File: src/fbscale_pkg.sv
// fbscale package
// colour, coordinate and bundle types shared by the display pipeline

`default_nettype none

package fbscale_pkg;

    // widths
    localparam int CORDW = 16;         // screen coordinate bits
    localparam int CHANW = 4;          // bits per colour channel
    localparam int CIDXW = 4;          // palette index bits
    localparam int COLRW = 3 * CHANW;  // rgb colour bits

    typedef logic [CORDW-1:0] coord_t;  // unsigned screen coordinate
    typedef logic [CIDXW-1:0] cidx_t;   // indexed colour

    // red in the top nibble, then green, then blue
    typedef logic [COLRW-1:0] colr_t;

    // display timing bundle, all fields registered in display_timing
    typedef struct packed {
        coord_t sx;     // horizontal position
        coord_t sy;     // vertical position
        logic   hsync;  // horizontal sync, active high
        logic   vsync;  // vertical sync, active high
        logic   de;     // data enable, active region
        logic   frame;  // one cycle at sx 0, sy 0
        logic   line;   // one cycle at start of hblank
    } timing_t;

    // video output bundle
    typedef struct packed {
        colr_t colr;
        logic  hsync;
        logic  vsync;
        logic  de;
    } video_t;

    // palette write
    typedef struct packed {
        logic  we;    // write strobe
        cidx_t idx;   // entry to write
        colr_t colr;  // new colour
    } pal_wr_t;

    // line_fetch fill machine
    typedef enum logic {
        LF_IDLE,  // waiting for a line strobe
        LF_FILL   // copying a framebuffer row
    } lf_state_e;

endpackage

`default_nettype wire

File: src/display_timing.sv
// display timing generator
// screen counters plus sync, data enable and frame/line strobes

`default_nettype none

module display_timing #(
    parameter int H_ACTIVE = 48,  // visible pixels per line
    parameter int H_TOTAL  = 80,  // pixels per line incl. blanking
    parameter int HS_START = 52,  // hsync first pixel
    parameter int HS_END   = 60,  // first pixel after hsync
    parameter int V_ACTIVE = 36,  // visible lines
    parameter int V_TOTAL  = 40,  // lines per frame
    parameter int VS_START = 37,  // vsync first line
    parameter int VS_END   = 39   // first line after vsync
) (
    input  logic                 clk_sys,
    input  logic                 rst_n,
    output fbscale_pkg::timing_t tim
);
    import fbscale_pkg::*;

    coord_t cnt_x;  // raw horizontal counter
    coord_t cnt_y;  // raw vertical counter
    logic   end_of_line;
    logic   end_of_frame;

    always_comb begin
        end_of_line  = (cnt_x == coord_t'(H_TOTAL - 1));
        end_of_frame = (cnt_y == coord_t'(V_TOTAL - 1));
    end

    // active region first, then blanking
    always_ff @(posedge clk_sys or negedge rst_n) begin
        if (!rst_n) begin
            cnt_x <= '0;
            cnt_y <= '0;
        end else if (end_of_line) begin
            cnt_x <= '0;
            cnt_y <= end_of_frame ? '0 : cnt_y + 1'b1;  // wrap at frame end
        end else begin
            cnt_x <= cnt_x + 1'b1;
        end
    end

    // registered outputs, one cycle behind the counters
    always_ff @(posedge clk_sys or negedge rst_n) begin
        if (!rst_n) begin
            tim <= '0;  // sync and de low until counting starts
        end else begin
            tim.sx    <= cnt_x;
            tim.sy    <= cnt_y;
            tim.hsync <= (cnt_x >= coord_t'(HS_START)) && (cnt_x < coord_t'(HS_END));
            tim.vsync <= (cnt_y >= coord_t'(VS_START)) && (cnt_y < coord_t'(VS_END));
            tim.de    <= (cnt_x < coord_t'(H_ACTIVE)) && (cnt_y < coord_t'(V_ACTIVE));
            tim.frame <= (cnt_x == '0) && (cnt_y == '0);
            tim.line  <= (cnt_x == coord_t'(H_ACTIVE));  // start of hblank
        end
    end

endmodule

`default_nettype wire

File: src/framebuffer_ram.sv
// indexed-colour framebuffer
// simple dual-port memory, one write port and one registered read port

`default_nettype none

module framebuffer_ram #(
    parameter int FB_WIDTH  = 16,  // pixels per row
    parameter int FB_HEIGHT = 10   // rows
) (
    input  logic                                   clk_sys,
    input  logic                                   we,
    input  logic [$clog2(FB_WIDTH*FB_HEIGHT)-1:0] addr_write,
    input  fbscale_pkg::cidx_t                     data_in,
    input  logic [$clog2(FB_WIDTH*FB_HEIGHT)-1:0] addr_read,
    output fbscale_pkg::cidx_t                     data_out
);
    import fbscale_pkg::*;

    localparam int FB_PIXELS = FB_WIDTH * FB_HEIGHT;

    cidx_t mem [FB_PIXELS];  // one colour index per pixel

    // write port
    always_ff @(posedge clk_sys) begin
        if (we) begin
            mem[addr_write] <= data_in;
        end
    end

    // read port, data one cycle after address
    always_ff @(posedge clk_sys) begin
        data_out <= mem[addr_read];  // old data on same-address write
    end

endmodule

`default_nettype wire

File: src/line_fetch.sv
// line fetch and scaling linebuffer
// fills one framebuffer row during hblank and replays it with h/v repeat

`default_nettype none

module line_fetch #(
    parameter int H_ACTIVE  = 48,
    parameter int H_TOTAL   = 80,
    parameter int V_TOTAL   = 40,
    parameter int FB_WIDTH  = 16,
    parameter int FB_HEIGHT = 10,
    parameter int FB_SCALE  = 3
) (
    input  logic                                   clk_sys,
    input  logic                                   rst_n,
    input  fbscale_pkg::timing_t                   tim,
    output logic [$clog2(FB_WIDTH*FB_HEIGHT)-1:0] fb_rd_addr,
    input  fbscale_pkg::cidx_t                     fb_rd_data,
    output fbscale_pkg::cidx_t                     lb_cidx
);
    import fbscale_pkg::*;

    localparam int FB_ADDRW = $clog2(FB_WIDTH * FB_HEIGHT);
    localparam int COLW     = $clog2(FB_WIDTH);      // linebuffer index
    localparam int SUBW     = $clog2(FB_SCALE + 1);  // repeat counters
    localparam int ROWW     = $clog2(FB_HEIGHT + 1);

    cidx_t           lb_mem [FB_WIDTH];  // one framebuffer row
    lf_state_e       state;
    logic [SUBW-1:0] vsub;       // sub-line of current screen line
    logic [SUBW-1:0] vsub_next;  // sub-line of next screen line
    logic [ROWW-1:0] row_cnt;    // next row to fetch
    logic [ROWW-1:0] fill_row;
    logic            last_line;
    logic            fill_go;
    logic [COLW-1:0] rd_cnt;     // reads issued so far
    logic [COLW-1:0] wr_col;     // linebuffer slot for returning data
    logic            wr_pend;    // ram data valid this cycle
    logic            lb_valid;   // a full row has landed
    logic [COLW-1:0] rp_col;     // replay column, one pixel ahead
    logic [SUBW-1:0] rp_sub;     // horizontal repeat count
    logic            rp_step;

    always_comb begin
        last_line = (tim.sy == coord_t'(V_TOTAL - 1));  // next line wraps to 0
        vsub_next = (last_line || vsub == SUBW'(FB_SCALE - 1)) ? '0 : vsub + 1'b1;
        fill_row  = last_line ? '0 : row_cnt;
        // refill only when the next line starts a new image row
        fill_go   = tim.line && (vsub_next == '0)
                    && (last_line || row_cnt < ROWW'(FB_HEIGHT));
        // step through active pixels, plus the cycle before sx 0
        rp_step   = (tim.sx < coord_t'(H_ACTIVE)) || (tim.sx == coord_t'(H_TOTAL - 1));
    end

    // fill side
    always_ff @(posedge clk_sys or negedge rst_n) begin
        if (!rst_n) begin
            state      <= LF_IDLE;
            vsub       <= '0;
            row_cnt    <= ROWW'(1);  // row 0 belongs to the line after reset
            fb_rd_addr <= '0;
            rd_cnt     <= '0;
            wr_col     <= '0;
            wr_pend    <= 1'b0;
            lb_valid   <= 1'b0;
        end else begin
            if (tim.line) vsub <= vsub_next;
            wr_pend <= (state == LF_FILL);
            wr_col  <= rd_cnt;
            if (wr_pend && wr_col == COLW'(FB_WIDTH - 1)) lb_valid <= 1'b1;
            case (state)
                LF_IDLE: begin
                    if (fill_go) begin
                        state      <= LF_FILL;
                        row_cnt    <= fill_row + 1'b1;
                        fb_rd_addr <= FB_ADDRW'(fill_row) * FB_ADDRW'(FB_WIDTH);  // row base
                        rd_cnt     <= '0;
                    end
                end
                LF_FILL: begin
                    fb_rd_addr <= fb_rd_addr + 1'b1;
                    rd_cnt     <= rd_cnt + 1'b1;
                    if (rd_cnt == COLW'(FB_WIDTH - 1)) state <= LF_IDLE;  // last read out
                end
                default: state <= LF_IDLE;
            endcase
        end
    end

    // ram data lands one cycle after its read
    always_ff @(posedge clk_sys) begin
        if (wr_pend) lb_mem[wr_col] <= fb_rd_data;
    end

    // replay side, cleared at hblank and held until the line wraps
    always_ff @(posedge clk_sys or negedge rst_n) begin
        if (!rst_n) begin
            rp_col  <= '0;
            rp_sub  <= '0;
            lb_cidx <= '0;
        end else begin
            if (tim.line) begin
                rp_col <= '0;
                rp_sub <= '0;
            end else if (rp_step) begin
                if (rp_sub == SUBW'(FB_SCALE - 1)) begin
                    rp_sub <= '0;
                    if (rp_col != COLW'(FB_WIDTH - 1)) rp_col <= rp_col + 1'b1;  // hold at end
                end else begin
                    rp_sub <= rp_sub + 1'b1;
                end
            end
            lb_cidx <= lb_valid ? lb_mem[rp_col] : '0;  // index 0 before first fill
        end
    end

endmodule

`default_nettype wire

File: src/pixel_paint.sv
// pixel paint stage
// palette lookup, image/background/blanking select and video register

`default_nettype none

module pixel_paint #(
    parameter int                 FB_WIDTH  = 16,
    parameter int                 FB_HEIGHT = 10,
    parameter int                 FB_SCALE  = 3,
    parameter fbscale_pkg::colr_t BG_COLR   = 12'h137  // outside the image
) (
    input  logic                 clk_sys,
    input  logic                 rst_n,
    input  fbscale_pkg::timing_t tim,
    input  fbscale_pkg::cidx_t   lb_cidx,
    input  fbscale_pkg::pal_wr_t pal_wr,
    output fbscale_pkg::video_t  video
);
    import fbscale_pkg::*;

    localparam int     CLUT_SIZE = 1 << CIDXW;
    localparam coord_t IMG_W     = coord_t'(FB_WIDTH * FB_SCALE);   // scaled width
    localparam coord_t IMG_H     = coord_t'(FB_HEIGHT * FB_SCALE);  // scaled height

    colr_t   clut [CLUT_SIZE];  // colour lookup table
    colr_t   clut_colr;         // looked-up colour, stage 1
    timing_t tim_d1;            // timing aligned with clut_colr
    logic    paint_area;
    colr_t   pix_colr;

    // palette writes, table starts all black
    always_ff @(posedge clk_sys or negedge rst_n) begin
        if (!rst_n) begin
            for (int i = 0; i < CLUT_SIZE; i++) begin
                clut[i] <= '0;
            end
        end else if (pal_wr.we) begin
            clut[pal_wr.idx] <= pal_wr.colr;
        end
    end

    // registered lookup
    always_ff @(posedge clk_sys) begin
        clut_colr <= clut[lb_cidx];
    end

    // first timing delay stage
    always_ff @(posedge clk_sys or negedge rst_n) begin
        if (!rst_n) tim_d1 <= '0;
        else        tim_d1 <= tim;
    end

    always_comb begin
        paint_area = (tim_d1.sx < IMG_W) && (tim_d1.sy < IMG_H);
        if (!tim_d1.de)     pix_colr = '0;         // black in blanking
        else if (paint_area) pix_colr = clut_colr;
        else                 pix_colr = BG_COLR;
    end

    // second stage, video out
    always_ff @(posedge clk_sys or negedge rst_n) begin
        if (!rst_n) begin
            video <= '0;
        end else begin
            video.colr  <= pix_colr;
            video.hsync <= tim_d1.hsync;
            video.vsync <= tim_d1.vsync;
            video.de    <= tim_d1.de;
        end
    end

endmodule

`default_nettype wire

File: src/fbscale_top.sv
// scaled framebuffer display top level
// timing and line fetch run side by side, pixel paint merges them

`default_nettype none

module fbscale_top #(
    parameter int                 H_ACTIVE  = 48,
    parameter int                 H_TOTAL   = 80,
    parameter int                 HS_START  = 52,
    parameter int                 HS_END    = 60,
    parameter int                 V_ACTIVE  = 36,
    parameter int                 V_TOTAL   = 40,
    parameter int                 VS_START  = 37,
    parameter int                 VS_END    = 39,
    parameter int                 FB_WIDTH  = 16,   // framebuffer width
    parameter int                 FB_HEIGHT = 10,   // framebuffer height
    parameter int                 FB_SCALE  = 3,    // integer display scale
    parameter fbscale_pkg::colr_t BG_COLR   = 12'h137
) (
    input  logic                                   clk_sys,
    input  logic                                   rst_n,
    input  logic                                   fb_we,
    input  logic [$clog2(FB_WIDTH*FB_HEIGHT)-1:0] fb_addr,  // row*FB_WIDTH + column
    input  fbscale_pkg::cidx_t                     fb_data,
    input  fbscale_pkg::pal_wr_t                   pal_wr,
    output fbscale_pkg::video_t                    video
);
    import fbscale_pkg::*;

    localparam int FB_ADDRW = $clog2(FB_WIDTH * FB_HEIGHT);

    timing_t             tim;         // shared screen timing
    logic [FB_ADDRW-1:0] fb_rd_addr;
    cidx_t               fb_rd_data;
    cidx_t               lb_cidx;     // scaled index, one cycle after tim

    display_timing #(
        .H_ACTIVE(H_ACTIVE), .H_TOTAL(H_TOTAL), .HS_START(HS_START), .HS_END(HS_END),
        .V_ACTIVE(V_ACTIVE), .V_TOTAL(V_TOTAL), .VS_START(VS_START), .VS_END(VS_END)
    ) i_display_timing (
        .clk_sys,
        .rst_n,
        .tim
    );

    framebuffer_ram #(.FB_WIDTH(FB_WIDTH), .FB_HEIGHT(FB_HEIGHT)) i_framebuffer_ram (
        .clk_sys,
        .we(fb_we),
        .addr_write(fb_addr),
        .data_in(fb_data),
        .addr_read(fb_rd_addr),
        .data_out(fb_rd_data)
    );

    line_fetch #(
        .H_ACTIVE(H_ACTIVE), .H_TOTAL(H_TOTAL), .V_TOTAL(V_TOTAL),
        .FB_WIDTH(FB_WIDTH), .FB_HEIGHT(FB_HEIGHT), .FB_SCALE(FB_SCALE)
    ) i_line_fetch (
        .clk_sys,
        .rst_n,
        .tim,
        .fb_rd_addr,
        .fb_rd_data,
        .lb_cidx
    );

    pixel_paint #(
        .FB_WIDTH(FB_WIDTH), .FB_HEIGHT(FB_HEIGHT), .FB_SCALE(FB_SCALE), .BG_COLR(BG_COLR)
    ) i_pixel_paint (
        .clk_sys,
        .rst_n,
        .tim,
        .lb_cidx,
        .pal_wr,
        .video  // two cycles after tim
    );

endmodule

`default_nettype wire

File: config.mk
export PLATFORM = sky130hd
export DESIGN_NAME = fbscale_top
export DESIGN_NICKNAME = d
export VERILOG_FILES = /design/src/fbscale_pkg.sv /design/src/display_timing.sv /design/src/framebuffer_ram.sv /design/src/line_fetch.sv /design/src/pixel_paint.sv /design/src/fbscale_top.sv
export SDC_FILE = /design/constraint.sdc
export NUM_CORES = 1
export LEC_CHECK = 0
export BUFFER_PORTS_ARGS = -buffer_cell sky130_fd_sc_hd__buf_2
export CORE_ASPECT_RATIO = 1.1
export CORE_MARGIN = 4
export CORE_UTILIZATION = 45
export DETAILED_ROUTE_END_ITERATION = 7
export GPL_ROUTABILITY_DRIVEN = 0
export HOLD_SLACK_MARGIN = 0.03
export MAX_ROUTING_LAYER = met4
export PLACE_DENSITY = 0.57
export SLEW_MARGIN = 20
export SYNTH_ARGS = -nofsm -noshare
export SYNTH_HDL_FRONTEND = slang
export SYNTH_SLANG_ARGS = --single-unit
File: constraint.sdc
create_clock -name clk_sys -period 3.7 [get_ports clk_sys]
set_input_delay 0.555 -clock clk_sys [delete_from_list [all_inputs] [get_ports clk_sys]]
set_output_delay 0.555 -clock clk_sys [all_outputs]
set_load 0.02 [all_outputs]
# Yosys cells after proc, flatten, opt, wreduce, memory -nomap -nowiden
# Memory sizes are Yosys's and may differ from the RTL's. A register that Yosys moved wholly into a read port is not among the register bits.
# Cells that the tools add are included.
# totals
input_bits	32
out_inout_bits	15
reg_bits	357
n_memories	2
elab_cells	130
ramBits	704
# op_classes
n_lt_le_gt_ge	13
addsub	8
n_mux	31
bitwise_logic	3
n_reduce_logical	17
n_eq_ne	11
# mem_list
memory	depth	word_bits	read_ports	rd_ports_with_merged_regs	wr	line_no	rtl
i_framebuffer_ram.mem	160	4	1	1	1	framebuffer_ram.sv:21	cidx_t mem [FB_PIXELS];
i_line_fetch.lb_mem	16	4	1	0	1	line_fetch.sv:28	cidx_t lb_mem [FB_WIDTH];
# ops
op	n
bitwise mux 192 bit	1
< comparator 16 x 6 -> 1 bit (second input constant)	6
two-way mux 12 bit	5
binary-select mux 12 bit (select 4 bit)	1
demux 12 bit (select 4 bit)	1
== test 16 x 6 -> 1 bit (second input constant)	3
adder 16 x 1 -> 16 bit (second input constant)	2
== test 16 x 7 -> 1 bit (second input constant)	2
>= comparator 16 x 6 -> 1 bit (second input constant)	2
two-way mux 16 bit	2
two-way mux 4 bit	7
< comparator 16 x 5 -> 1 bit (second input constant)	1
case mux 8 bit (2 select lines)	1
adder 4 x 1 -> 4 bit (second input constant)	3
>= comparator 5 bit (second input constant)	2
inverter 4 -> 5 bit	2
adder 8 x 1 -> 8 bit (second input constant)	1
== test 4 bit (second input constant)	2
logical AND 1 bit	8
two-way mux 2 bit	4
two-way mux 8 bit	1
case mux 4 bit (2 select lines)	1
two-way mux 1 bit	6
nonzero test 2 bit	3
12 further kinds	16

# Longest topological paths before layout
# Gate-level depths: netlist of run 1.
# depth
ltp_word	8
depth_mapped	10
mapped_depth_nobuf	7

# Modules after synthesis
# From an unflattened synthesis of run 1, not the netlist that was laid out.
# hier_totals
cells_unflattened	2631
area_unflattened_um2	43940.9
# by_module_without_submodules
module	seq_area_each_um2	instances	area_per_inst_um2	cells_each
framebuffer_ram	19298.5	1	26544.2	1495
pixel_paint	6170.9	1	10291.1	627
line_fetch	2798.9	1	4410.5	287
display_timing	1726.7	1	2695.1	222

# Least setup slack after synthesis of run 1
# No wires, ideal clock.
# synth_path
path_type	register to register
from	register i_line_fetch.fb_rd_addr[0]
to	register i_framebuffer_ram.data_out[1], read port of i_framebuffer_ram.mem
slack_ns	1.458
n_path_buf	3
t_required_ns	3.560
path_stages_with_launch	8
arrival_time_ns	2.102
path_cell_list	dfrtp_1 > buf_6 > buf_6 > buf_2 > mux4_2 > mux4_2 > mux2i_1 > a222oi_1
# synth_rtl
item	line_no	rtl
start: declaration	line_fetch.sv:17	output logic [$clog2(FB_WIDTH*FB_HEIGHT)-1:0] fb_rd_addr,
start signal: assignment	line_fetch.sv:76	fb_rd_addr <= FB_ADDRW'(fill_row) * FB_ADDRW'(FB_WIDTH);
start signal: assignment	line_fetch.sv:81	fb_rd_addr <= fb_rd_addr + 1'b1;
end: declaration	framebuffer_ram.sv:15	output fbscale_pkg::cidx_t data_out

==> flow_metrics.env, run 1 <==
export IMPL_synth_cell_types=60
export IMPL_power_density_nw_per_um2=540
export IMPL_pwr_share_clk_pct=43.1
export IMPL_ios=47
export IMPL_yosys_warnings=0
export IMPL_drive_gt1_share_pct=27.0
export IMPL_p_switching_uw=5340
export IMPL_cts_root_buf="clkbuf_16"
export IMPL_hold_class="reg -> reg"
export IMPL_syn_num_nets=2411
export IMPL_timing_final_crit_share_pct=84.1
export IMPL_nFillCells=7533
export IMPL_die_w_um=300
export IMPL_grt_max_degree=117
export IMPL_rows=117
export IMPL_track_usage_pct=21.0
export IMPL_slew_headroom_pct=31.7
export IMPL_dieHeight_um=329
export IMPL_setup_viol=0
export IMPL_final_cell_mix="704 x edfxtp_1, 333 x dfrtp_1, 236 x nor2_1"
export IMPL_worst_skew_pair_late_latency_ns=0.68
export IMPL_drc=0
export IMPL_cellLeakagePower_uw=0.0165
export IMPL_swShare_pct=20.7
export IMPL_slew_viol_final=0
export IMPL_tightest_slew_ns=1.02
export IMPL_initial_core_util_pct=45.5
export IMPL_dp_hpwl_mm=62.7
export IMPL_vdd_ir_drop_max_v=0.000387
export IMPL_htreeDepth=3
export IMPL_finalNetCount=2510
export IMPL_yosys_most_used_dff="edfxtp_1"
export IMPL_final_common_cell="edfxtp_1"
export IMPL_post_cts_buffers=0
export IMPL_critical_path_class="reg -> reg"
export IMPL_tns_ns=0
export IMPL_netlist_area_um2=42300
export IMPL_dieArea_um2=98900
export IMPL_core_um2=92800
export IMPL_p_comb_share_pct=4.6
export IMPL_p_int_uw=20500
export IMPL_cp_required_ns=4.23
export IMPL_finClkSkew_ns=0.0279
export IMPL_antenna_found_initial=3
export IMPL_routedWlPerCell_um=25.9
export IMPL_vias=21700
export IMPL_grt_pass1_wl_mm=151
export IMPL_avgSynthCellArea_um2=17.8
export IMPL_max_cap_viol_count=0
export IMPL_viasPerCell=5.68
export IMPL_cts_buffers=110
export IMPL_cts_sinks=1060
export IMPL_clkTransAtPathRegs_ns=0.06
export IMPL_drt_total_wl_mm=98.9
export IMPL_synth_edf_count=704
export IMPL_ant_nets=0
export IMPL_synthCells=2369
export IMPL_dr_pass1_iters=5
export IMPL_io_buffer_count=46
export IMPL_clock_path_buffers=3
export IMPL_ys_seq_area_share_pct=70.9
export IMPL_area_delta_synth_final_pct=13.2
export IMPL_finalWorstSetupSlack_ns=0.587
export IMPL_cts_tree="built"
export IMPL_worstPathArrival_ns=3.65
export IMPL_critPathMaxFanout=30
export IMPL_overflow=0
export IMPL_worstSetupEndpointType="register"
export IMPL_grt_setup_unrepaired="no"
export IMPL_synthArstFlopShare_pct=32.1
export IMPL_pre_cts_ws_ns=0.521
export IMPL_power_frac_seq_pct=52.2
export IMPL_setup_worst_path_start_class="register"
export IMPL_timing_hold_violations_final=0
export IMPL_ys_seq_elements=1060
export IMPL_max_freq_mhz=321
export IMPL_min_period_ns=3.11
export IMPL_status="complete, no violations"
export IMPL_grt_pass1_vias=23300
export IMPL_drt_initial_drc_count=1875
==> final timing paths <==
kind                            slack [ns]  cells after the start                                     to                              startpoint
worst min-delay path                  0.35                      0       i_pixel_paint.video[1]$_DFF_PN0_       i_pixel_paint.tim_d1[3]$_DFF_PN0_
worst max register to register        0.59                      7  i_framebuffer_ram.data_out[3]$_DFF_P_  i_line_fetch.fb_rd_addr[0]$_DFFE_PN0P_
min in group asynchronous             0.42                      2    i_pixel_paint.clut[159]$_DFFE_PN0P_                                   rst_n
max in group asynchronous             2.31                      3     i_pixel_paint.clut[42]$_DFFE_PN0P_                                   rst_n
worst min register to register        0.35                      0       i_pixel_paint.video[1]$_DFF_PN0_       i_pixel_paint.tim_d1[3]$_DFF_PN0_
worst max-delay path                  0.59                      7  i_framebuffer_ram.data_out[3]$_DFF_P_  i_line_fetch.fb_rd_addr[0]$_DFFE_PN0P_
==> routing by layer <==
| metal | vias to the layer above | track usage (%) | part of all wire (%) |
|---|---|---|---|
| met5 | - | - | 0 |
| met4 | 0 | 6.50 | 2.7 |
| met3 | 170 | 2.97 | 5.1 |
| met2 | 614 | 34.4 | 50 |
| met1 | 11400 | 27.5 | 42 |
| li1 | 9435 | - | - |
==> power by group through the flow <==
stage	clock network (uW)	logic [uW]	registers, uW
floorplan	0	735	13700
detailed placement	0	1220	13700
global placement	0	1170	13700
finish	11100	1200	13500
global route	11900	1320	13500
CTS	11400	1230	13500
==> what timing repair did <==
item	in CTS	in global routing
hold buffers	1	0
resized for setup	0	0
endpoints found under the hold margin	44	0
==> state kept, by name, summed over array words and instances (netlist names) <==
register and flops:
i_line_fetch.rp_sub 2, i_display_timing.tim 36, i_pixel_paint.tim_d1 30, i_line_fetch.row_cnt 4, i_line_fetch.lb_valid 1, i_pixel_paint.clut 192, i_framebuffer_ram.mem 640, i_display_timing.cnt_x 16
i_line_fetch.vsub 2, i_pixel_paint.clut_colr 12, i_line_fetch.lb_cidx 4, i_line_fetch.rp_col 4, i_line_fetch.fb_rd_addr 8, i_pixel_paint.video 15, i_display_timing.cnt_y 16, i_framebuffer_ram.data_out 4
i_line_fetch.rd_cnt 4, i_line_fetch.lb_mem 64, i_line_fetch.state 1, i_line_fetch.wr_pend 1, i_line_fetch.wr_col 4
==> kinds of logic after synthesis <==
kind of cell               after synthesis  synth area share [%]
xor gates and xnor gates                30                 0.622
buffers and inverters                  145                  1.61
adders and majority gates               10                 0.296
muxes                                  513                  19.0
and+or+nand+nor                        473                  5.25
AOI/OAI and AO/OA                      138                  2.32
DFF                                   1060                  70.9
==> worst max-delay path: stages (launching register included) <==
cell	delay [ns]
dfrtp_4	0.79
buf_12	0.32
mux4_2	0.55
a22oi_1	0.17
a21oi_1	0.14
a2111oi_0	0.68
buf_4	0.24
a222oi_1	0.08
==> synthesized netlist by cell type (4+ instances only) <==
cell type  count  area (um^2)
nor2_1       236          886
o21ai_0       23          115
nor3_1        18         90.1
nand3b_1       9         67.6
inv_1         16         60.1
buf_2         25          125
nor4bb_1       5         50.1
o31ai_1        4         30.0
or3_1          4         25.0
a22o_1         9         78.8
mux2i_1      108         1080
xor2_1        13          114
clkbuf_1      79          297
a211oi_1       4         30.0
a221oi_1      15          131
buf_1          5         18.8
dfrtp_1      339         8480
ha_1          10          125
nor4_1        13         81.3
nand2_1       61          229
and4_1         5         43.8
nand3_1       34          170
nand4_1       13         81.3
and3_1         9         56.3
a22oi_1       27          203
nand2b_1      15         93.8
xnor2_1       17          149
nor2b_1       20          125
a31oi_1        5         31.3
buf_6          8         90.1
and2_1        17          106
buf_4         12         90.1
edfxtp_1     704        21100
mux2_2       194         2180
a21oi_1       24          120
a31o_2         4         35.0
dfxtp_1       16          320
mux4_2       211         4750
==> final cells by class <==
class                      count  area [um^2]  share of cell area, %
sequential                  1060        30000                   62.7
multi-input combinational   1164        11600                   24.3
antenna                        1         2.50                0.00523
inverter                      16         60.1                  0.126
tap                         1249         1560                   3.27
clock buffer                 148         3010                   6.30
timing repair buffer         116          953                   1.99
clock inverter                57          651                   1.36
==> through the flow <==
| stage | hold slack [ns] | utilization (%) | instance area, um^2 | power, uW | instances |
|---|---|---|---|---|---|
| 2_1_floorplan | 0.259 | - | 42300 | 14400 | 2369 |
| 3_3_place_gp | 0.333 | 47.6 | 44200 | 14800 | 3604 |
| 3_5_place_dp | 0.339 | 47.6 | 44200 | 14900 | 3604 |
| 4_1_cts | 0.301 | 51.5 | 47800 | 26100 | 3810 |
| 5_1_grt | 0.342 | 51.5 | 47800 | 26800 | 3811 |
| 6_report | 0.348 | 51.5 | 47800 | 25800 | 3811 |
Power figures use the tool's default switching activity.
==> run 2: changes to the inputs <==
==> constraint.sdc (replaced) <==
create_clock -name clk_sys -period 3.11 [get_ports clk_sys]
set_input_delay 0.4665 -clock clk_sys [delete_from_list [all_inputs] [get_ports clk_sys]]
set_output_delay 0.4665 -clock clk_sys [all_outputs]
set_load 0.02 [all_outputs]
==> run 2 against run 1 <==
Routed wire length shrank 1.2%; maximum frequency is 11% higher; sequential power is 19% higher; flip-flop and latch count unchanged; highest routed layer unchanged; worst setup slack worse by 0.29 ns; clock power increased by 23%; largest cell class unchanged; utilization up 0.63 points; cell area increased by 1.2%; combinational power increased by 18%; worst hold slack got worse by 0.19 ns.
==> flow_metrics.env, run 2 (synthesized netlist as in run 1, its figures left out) <==
export IMPL_drc=0
export IMPL_p_switching_uw=6360
export IMPL_finClkSkew_ns=0.0316
export IMPL_p_comb_share_pct=4.6
export IMPL_clock_path_buffers=3
export IMPL_dieHeight_um=329
export IMPL_dieArea_um2=98900
export IMPL_area_delta_synth_final_pct=14.6
export IMPL_dp_hpwl_mm=63.3
export IMPL_slew_viol_final=0
export IMPL_slew_headroom_pct=35.2
export IMPL_antenna_found_initial=2
export IMPL_largest_reg_flops=640
export IMPL_cellLeakagePower_uw=0.0168
export IMPL_viasPerCell=5.63
export IMPL_drive_gt1_share_pct=29.1
export IMPL_clkTransAtPathRegs_ns=0.06
export IMPL_n_antenna_cell=0
export IMPL_drt_total_wl_mm=97.7
export IMPL_r2r_slack_ns=0.30
export IMPL_cts_tree="built"
export IMPL_cts_resized=0
export IMPL_dr_pass1_iters=5
export IMPL_io_buffer_count=46
export IMPL_overflow=0
export IMPL_setup_viol=0
export IMPL_top_register="i_framebuffer_ram.mem"
export IMPL_grt_pass1_wl_mm=148
export IMPL_crit_buf_inv=1
export IMPL_worst_skew_pair_late_latency_ns=0.69
export IMPL_grt_pass1_vias=23000
export IMPL_post_cts_buffers=0
export IMPL_status="complete, no violations"
export IMPL_vias=21700
export IMPL_rows=117
export IMPL_hold_class="in -> reg"
export IMPL_p_int_uw=24700
export IMPL_pwr_share_clk_pct=43.8
export IMPL_grt_util_met2_pct=34.5
export IMPL_timing_final_crit_share_pct=90.4
export IMPL_cts_sinks=1060
export IMPL_setup_worst_path_start_class="register"
export IMPL_die_w_um=300
export IMPL_power_density_nw_per_um2=641
export IMPL_use_met1_pct=27.1
export IMPL_min_period_ns=2.81
export IMPL_busiest_layer="met2"
export IMPL_swShare_pct=20.5
export IMPL_timing_hold_violations_final=0
export IMPL_initial_core_util_pct=45.5
export IMPL_critPathMaxFanout=29
export IMPL_path_cells="buf_4, mux2i_1, a221oi_1, nand2_1, a222oi_1"
export IMPL_worstSetupEndpointType="register"
export IMPL_final_common_cell="edfxtp_1"
export IMPL_finalNetCount=2564
export IMPL_finalPower_uw=31100
export IMPL_vdd_ir_drop_max_v=0.000487
export IMPL_crit_family="flip-flops"
export IMPL_grt_setup_unrepaired="no"
export IMPL_cts_buffers=108
export IMPL_grt_max_degree=98
export IMPL_tns_ns=0
export IMPL_ios=47
export IMPL_routedWlPerCell_um=25.3
export IMPL_final_cell_mix="704 x edfxtp_1, 334 x dfrtp_1, 236 x nor2_1"
export IMPL_critical_path_class="reg -> reg"
export IMPL_worstPathArrival_ns=3.38
export IMPL_critical_path_max_stage_delay_ns=0.93
export IMPL_track_usage_pct=20.6
export IMPL_max_cap_viol_count=0
export IMPL_htreeDepth=3
export IMPL_ant_nets=0
export IMPL_grt_use_met3_pct=2.53
export IMPL_reg_largest_list="i_framebuffer_ram.mem x640, i_pixel_paint.clut x192, i_line_fetch.lb_mem x64"
export IMPL_tightest_slew_ns=0.972
export IMPL_ctsHoldBuffers=1
export IMPL_cts_root_buf="clkbuf_16"
export IMPL_max_freq_mhz=356
export IMPL_worst_path_max_delay_cell="dfrtp_2"
export IMPL_drt_initial_drc_count=1577
export IMPL_core_um2=92800
export IMPL_cp_required_ns=3.68
export IMPL_nFillCells=7509
export IMPL_power_frac_seq_pct=51.6
[run 2: stage by stage]
| step | area, um^2 | util [%] | hold slack, ns | instances | setup WS (ns) |
|---|---|---|---|---|---|
| 2_1_floorplan | 42300 | - | 0.171 | 2369 | 0.868 |
| 3_3_place_gp | 44600 | 48.1 | 0.332 | 3660 | 0.291 |
| 3_5_place_dp | 44600 | 48.1 | 0.339 | 3660 | 0.304 |
| 4_1_cts | 48400 | 52.2 | 0.120 | 3861 | 0.293 |
| 5_1_grt | 48400 | 52.2 | 0.154 | 3861 | 0.163 |
| 6_report | 48400 | 52.2 | 0.156 | 3861 | 0.298 |
[run 2: worst paths after layout]
kind | start | end | depth (start not counted)
worst max-delay path | i_line_fetch.fb_rd_addr[2]$_DFFE_PN0P_ | i_framebuffer_ram.data_out[2]$_DFF_P_ | 5
worst min-delay path | fb_data[1] | i_framebuffer_ram.mem[102][1]$_DFFE_PP_ | 1
worst max register to register | i_line_fetch.fb_rd_addr[2]$_DFFE_PN0P_ | i_framebuffer_ram.data_out[2]$_DFF_P_ | 5
worst min register to register | i_pixel_paint.tim_d1[4]$_DFF_PN0_ | i_pixel_paint.video[2]$_DFF_PN0_ | 0
max in group asynchronous | rst_n | i_pixel_paint.clut[170]$_DFFE_PN0P_ | 3
min in group asynchronous | rst_n | i_pixel_paint.video[10]$_DFF_PN0_ | 2
[run 2: per-layer routing]
metal,vias up,wire length (um)
li1,9554,-
met1,11500,41300
met2,545,49700
met3,165,4370
met4,0,2400
met5,-,0
[run 2: final cells by class]
cell class | count | area [um^2] | share of cell area [%]
inverter | 16 | 60.1 | 0.124
sequential | 1060 | 30000 | 61.9
timing repair buffer | 172 | 1400 | 2.89
clock inverter | 55 | 681 | 1.41
tap | 1249 | 1560 | 3.23
multi-input combinational | 1164 | 11600 | 24.0
clock buffer | 145 | 3120 | 6.45
[run 2: power groups by stage]
stage          logic (uW)  registers, uW  clock network, uW
6_report             1420          16000              13600
3_3_place_gp         1400          16300                  0
5_1_grt              1550          16100              14500
3_5_place_dp         1450          16300                  0
4_1_cts              1460          16000              13900
2_1_floorplan         874          16200                  0
==> run 3: changes to the inputs <==
--- a/config.mk
+++ b/config.mk
@@ -6,14 +6,17 @@
 export NUM_CORES = 1
 export LEC_CHECK = 0
 export BUFFER_PORTS_ARGS = -buffer_cell sky130_fd_sc_hd__buf_2
+export CELL_PAD_IN_SITES_DETAIL_PLACEMENT = 1
+export CELL_PAD_IN_SITES_GLOBAL_PLACEMENT = 1
 export CORE_ASPECT_RATIO = 1.1
 export CORE_MARGIN = 4
 export CORE_UTILIZATION = 45
+export CTS_BUF_LIST = sky130_fd_sc_hd__clkbuf_4
 export DETAILED_ROUTE_END_ITERATION = 7
 export GPL_ROUTABILITY_DRIVEN = 0
 export HOLD_SLACK_MARGIN = 0.03
 export MAX_ROUTING_LAYER = met4
-export PLACE_DENSITY = 0.57
+export PLACE_DENSITY = 0.64
 export SLEW_MARGIN = 20
 export SYNTH_ARGS = -nofsm -noshare
 export SYNTH_HDL_FRONTEND = slang
==> run 3 against run 2 <==
Worst setup slack got worse by 0.098 ns; flip-flop and latch count did not move; die area did not move; clock-buffer cell count is 286 higher; first-iteration DRC count fell by 2.3%; register-to-register slack worse by 0.098 ns; maximum frequency shrank 3.4%; power down 4.5%; combinational power up 6%; largest cell class unchanged.
==> flow_metrics.env, run 3 (synthesized netlist as in run 1, its figures left out) <==
export IMPL_min_period_ns=2.91
export IMPL_p_switching_uw=6620
export IMPL_drc=0
export IMPL_timing_hold_violations_final=0
export IMPL_cts_resized=0
export IMPL_worstPathArrival_ns=3.92
export IMPL_tns_ns=0
export IMPL_critPathMaxFanout=17
export IMPL_setup_viol=0
export IMPL_critical_path_max_stage_delay_ns=0.79
export IMPL_dieArea_um2=98900
export IMPL_seqCellArea_um2=30000
export IMPL_ant_nets=0
export IMPL_initial_core_util_pct=45.5
export IMPL_final_common_cell="edfxtp_1"
export IMPL_nFillCells=8788
export IMPL_cts_sinks=1060
export IMPL_status="complete, no violations"
export IMPL_swShare_pct=22.3
export IMPL_power_density_nw_per_um2=609
export IMPL_max_freq_mhz=344
export IMPL_max_cap_viol_count=0
export IMPL_viasPerCell=5.51
export IMPL_antenna_found_initial=4
export IMPL_path_cells="buf_4, nor2b_1, a22oi_1, a21oi_1, a2111oi_0, buf_4, a222oi_1"
export IMPL_dp_hpwl_mm=68.1
export IMPL_cts_buffers=294
export IMPL_worst_skew_pair_late_latency_ns=1.12
export IMPL_core_um2=92800
export IMPL_routedWlPerCell_um=25.0
export IMPL_die_w_um=300
export IMPL_vias=23200
export IMPL_top_register="i_framebuffer_ram.mem"
export IMPL_cts_root_buf="clkbuf_4"
export IMPL_cp_common_cell="buf_4"
export IMPL_ios=47
export IMPL_grt_pass1_wl_mm=161
export IMPL_hold_class="in -> reg"
export IMPL_dieHeight_um=329
export IMPL_p_int_uw=23000
export IMPL_largest_reg_flops=640
export IMPL_track_usage_pct=22.5
export IMPL_rows=117
export IMPL_overflow=0
export IMPL_post_cts_buffers=0
export IMPL_final_cell_mix="704 x edfxtp_1, 431 x clkbuf_4, 334 x dfrtp_1"
export IMPL_reg_largest_list="i_framebuffer_ram.mem x640, i_pixel_paint.clut x192, i_line_fetch.lb_mem x64"
export IMPL_htreeDepth=5
export IMPL_dr_pass1_iters=5
export IMPL_crit_buf_inv=2
export IMPL_timing_final_crit_share_pct=93.6
export IMPL_crit_family="compound AO/OA/AOI/OAI gates"
export IMPL_critical_path_class="reg -> reg"
export IMPL_power_frac_seq_pct=54.1
export IMPL_slew_headroom_pct=36.1
export IMPL_cellLeakagePower_uw=0.0173
export IMPL_dp_cells=3664
export IMPL_worst_path_max_delay_cell="nor2b_1"
export IMPL_slew_viol_final=0
export IMPL_grt_setup_unrepaired="no"
export IMPL_multi_input_area_um2=11600
export IMPL_pwr_share_clk_pct=40.8
export IMPL_grt_max_degree=94
export IMPL_drt_initial_drc_count=1540
export IMPL_final_core_utilization_pct=52.5
export IMPL_io_buffer_count=46
export IMPL_finalNetCount=2793
export IMPL_tightest_slew_ns=0.956
export IMPL_grt_pass1_vias=25900
export IMPL_drive_gt1_share_pct=35.3
export IMPL_drt_total_wl_mm=105
export IMPL_vdd_ir_drop_max_v=0.000414
export IMPL_instances_no_fill=4212
export IMPL_p_comb_share_pct=5.1
export IMPL_finClkSkew_ns=0.0804
export IMPL_clock_path_buffers=4
export IMPL_area_delta_synth_final_pct=15.3
export IMPL_setup_worst_path_start_class="register"
export IMPL_clkTransAtPathRegs_ns=0.07
export IMPL_worstSetupEndpointType="register"
export IMPL_cp_required_ns=4.12
export IMPL_cts_tree="built"
==> run 3: cell types whose count changed in the layout (fill, tap and decap cells not counted), moves of 9 or more <==
cell,before,now
clkbuf_1,16,0
clkbuf_16,115,0
bufinv_16,14,2
clkinv_1,15,53
clkinvlp_4,9,0
clkbuf_4,1,431
clkbuf_8,13,0
dlygate4sd3_1,1,39
==> run 3: final timing paths <==
| kind | depth (start not counted) | startpoint | to | slack (ns) |
|---|---|---|---|---|
| min | 5 | fb_addr[7] | i_framebuffer_ram.mem[50][1]$_DFFE_PP_ | 0.27 |
| min in group asynchronous | 3 | rst_n | i_line_fetch.row_cnt[0]$_DFFE_PN1P_ | 0.62 |
| max | 7 | i_line_fetch.fb_rd_addr[3]$_DFFE_PN0P_ | i_framebuffer_ram.data_out[3]$_DFF_P_ | 0.20 |
| max reg2reg | 7 | i_line_fetch.fb_rd_addr[3]$_DFFE_PN0P_ | i_framebuffer_ram.data_out[3]$_DFF_P_ | 0.20 |
| min reg2reg | 0 | i_pixel_paint.tim_d1[3]$_DFF_PN0_ | i_pixel_paint.video[1]$_DFF_PN0_ | 0.35 |
| max in group asynchronous | 4 | rst_n | i_line_fetch.fb_rd_addr[2]$_DFFE_PN0P_ | 2.04 |
==> run 3: metal layers <==
layer  vias up  global-route usage [%]  wire length [um]
met5         -                       -                 0
met4         0                    7.98              2890
met3       195                    4.63              5370
met2       718                    38.3             55600
met1     12100                    26.6             41500
li1      10200                       -                 -
==> run 3: power by group through the flow <==
| stage | Sequential [uW] | Combinational [uW] | Clock (uW) |
|---|---|---|---|
| 6_report | 16000 | 1510 | 12100 |
| 5_1_grt | 16100 | 1660 | 13400 |
| 4_1_cts | 16000 | 1540 | 12500 |
| 3_5_place_dp | 16300 | 1480 | 0 |
| 3_3_place_gp | 16300 | 1410 | 0 |
| 2_1_floorplan | 16200 | 874 | 0 |
==> run 3: timing repair <==
action,in CTS,in global routing
setup endpoints to repair,0,0
hold buffers,40,0
endpoints found under the hold margin,1056,0
==> run 3: worst register-to-register path, stage by stage, from the launching register on <==
cell	delay, ns
dfrtp_1	0.54
buf_4	0.30
nor2b_1	0.80
a22oi_1	0.35
a21oi_1	0.27
a2111oi_0	0.13
buf_4	0.18
a222oi_1	0.28
==> run 3: cell type report <==
| cell class | instances | share of cell area [%] |
|---|---|---|
| antenna | 5 | 0.0257 |
| clock inverter | 72 | 0.686 |
| clock buffer | 431 | 6.64 |
| timing repair buffer | 215 | 3.93 |
| inverter | 16 | 0.123 |
| sequential | 1060 | 61.6 |
| multi-input combinational | 1164 | 23.8 |
| tap | 1249 | 3.21 |
==> run 3: per-stage QoR <==
step	power [uW]	worst slack (ns)	hold slack, ns	cell area [um^2]
6_report	29600	0.200	0.275	48700
5_1_grt	31200	0.0580	0.211	48700
4_1_cts	30100	0.214	0.103	48700
3_5_place_dp	17800	0.239	0.340	44700
3_3_place_gp	17700	0.203	0.341	44700
2_1_floorplan	17100	0.868	0.171	42300
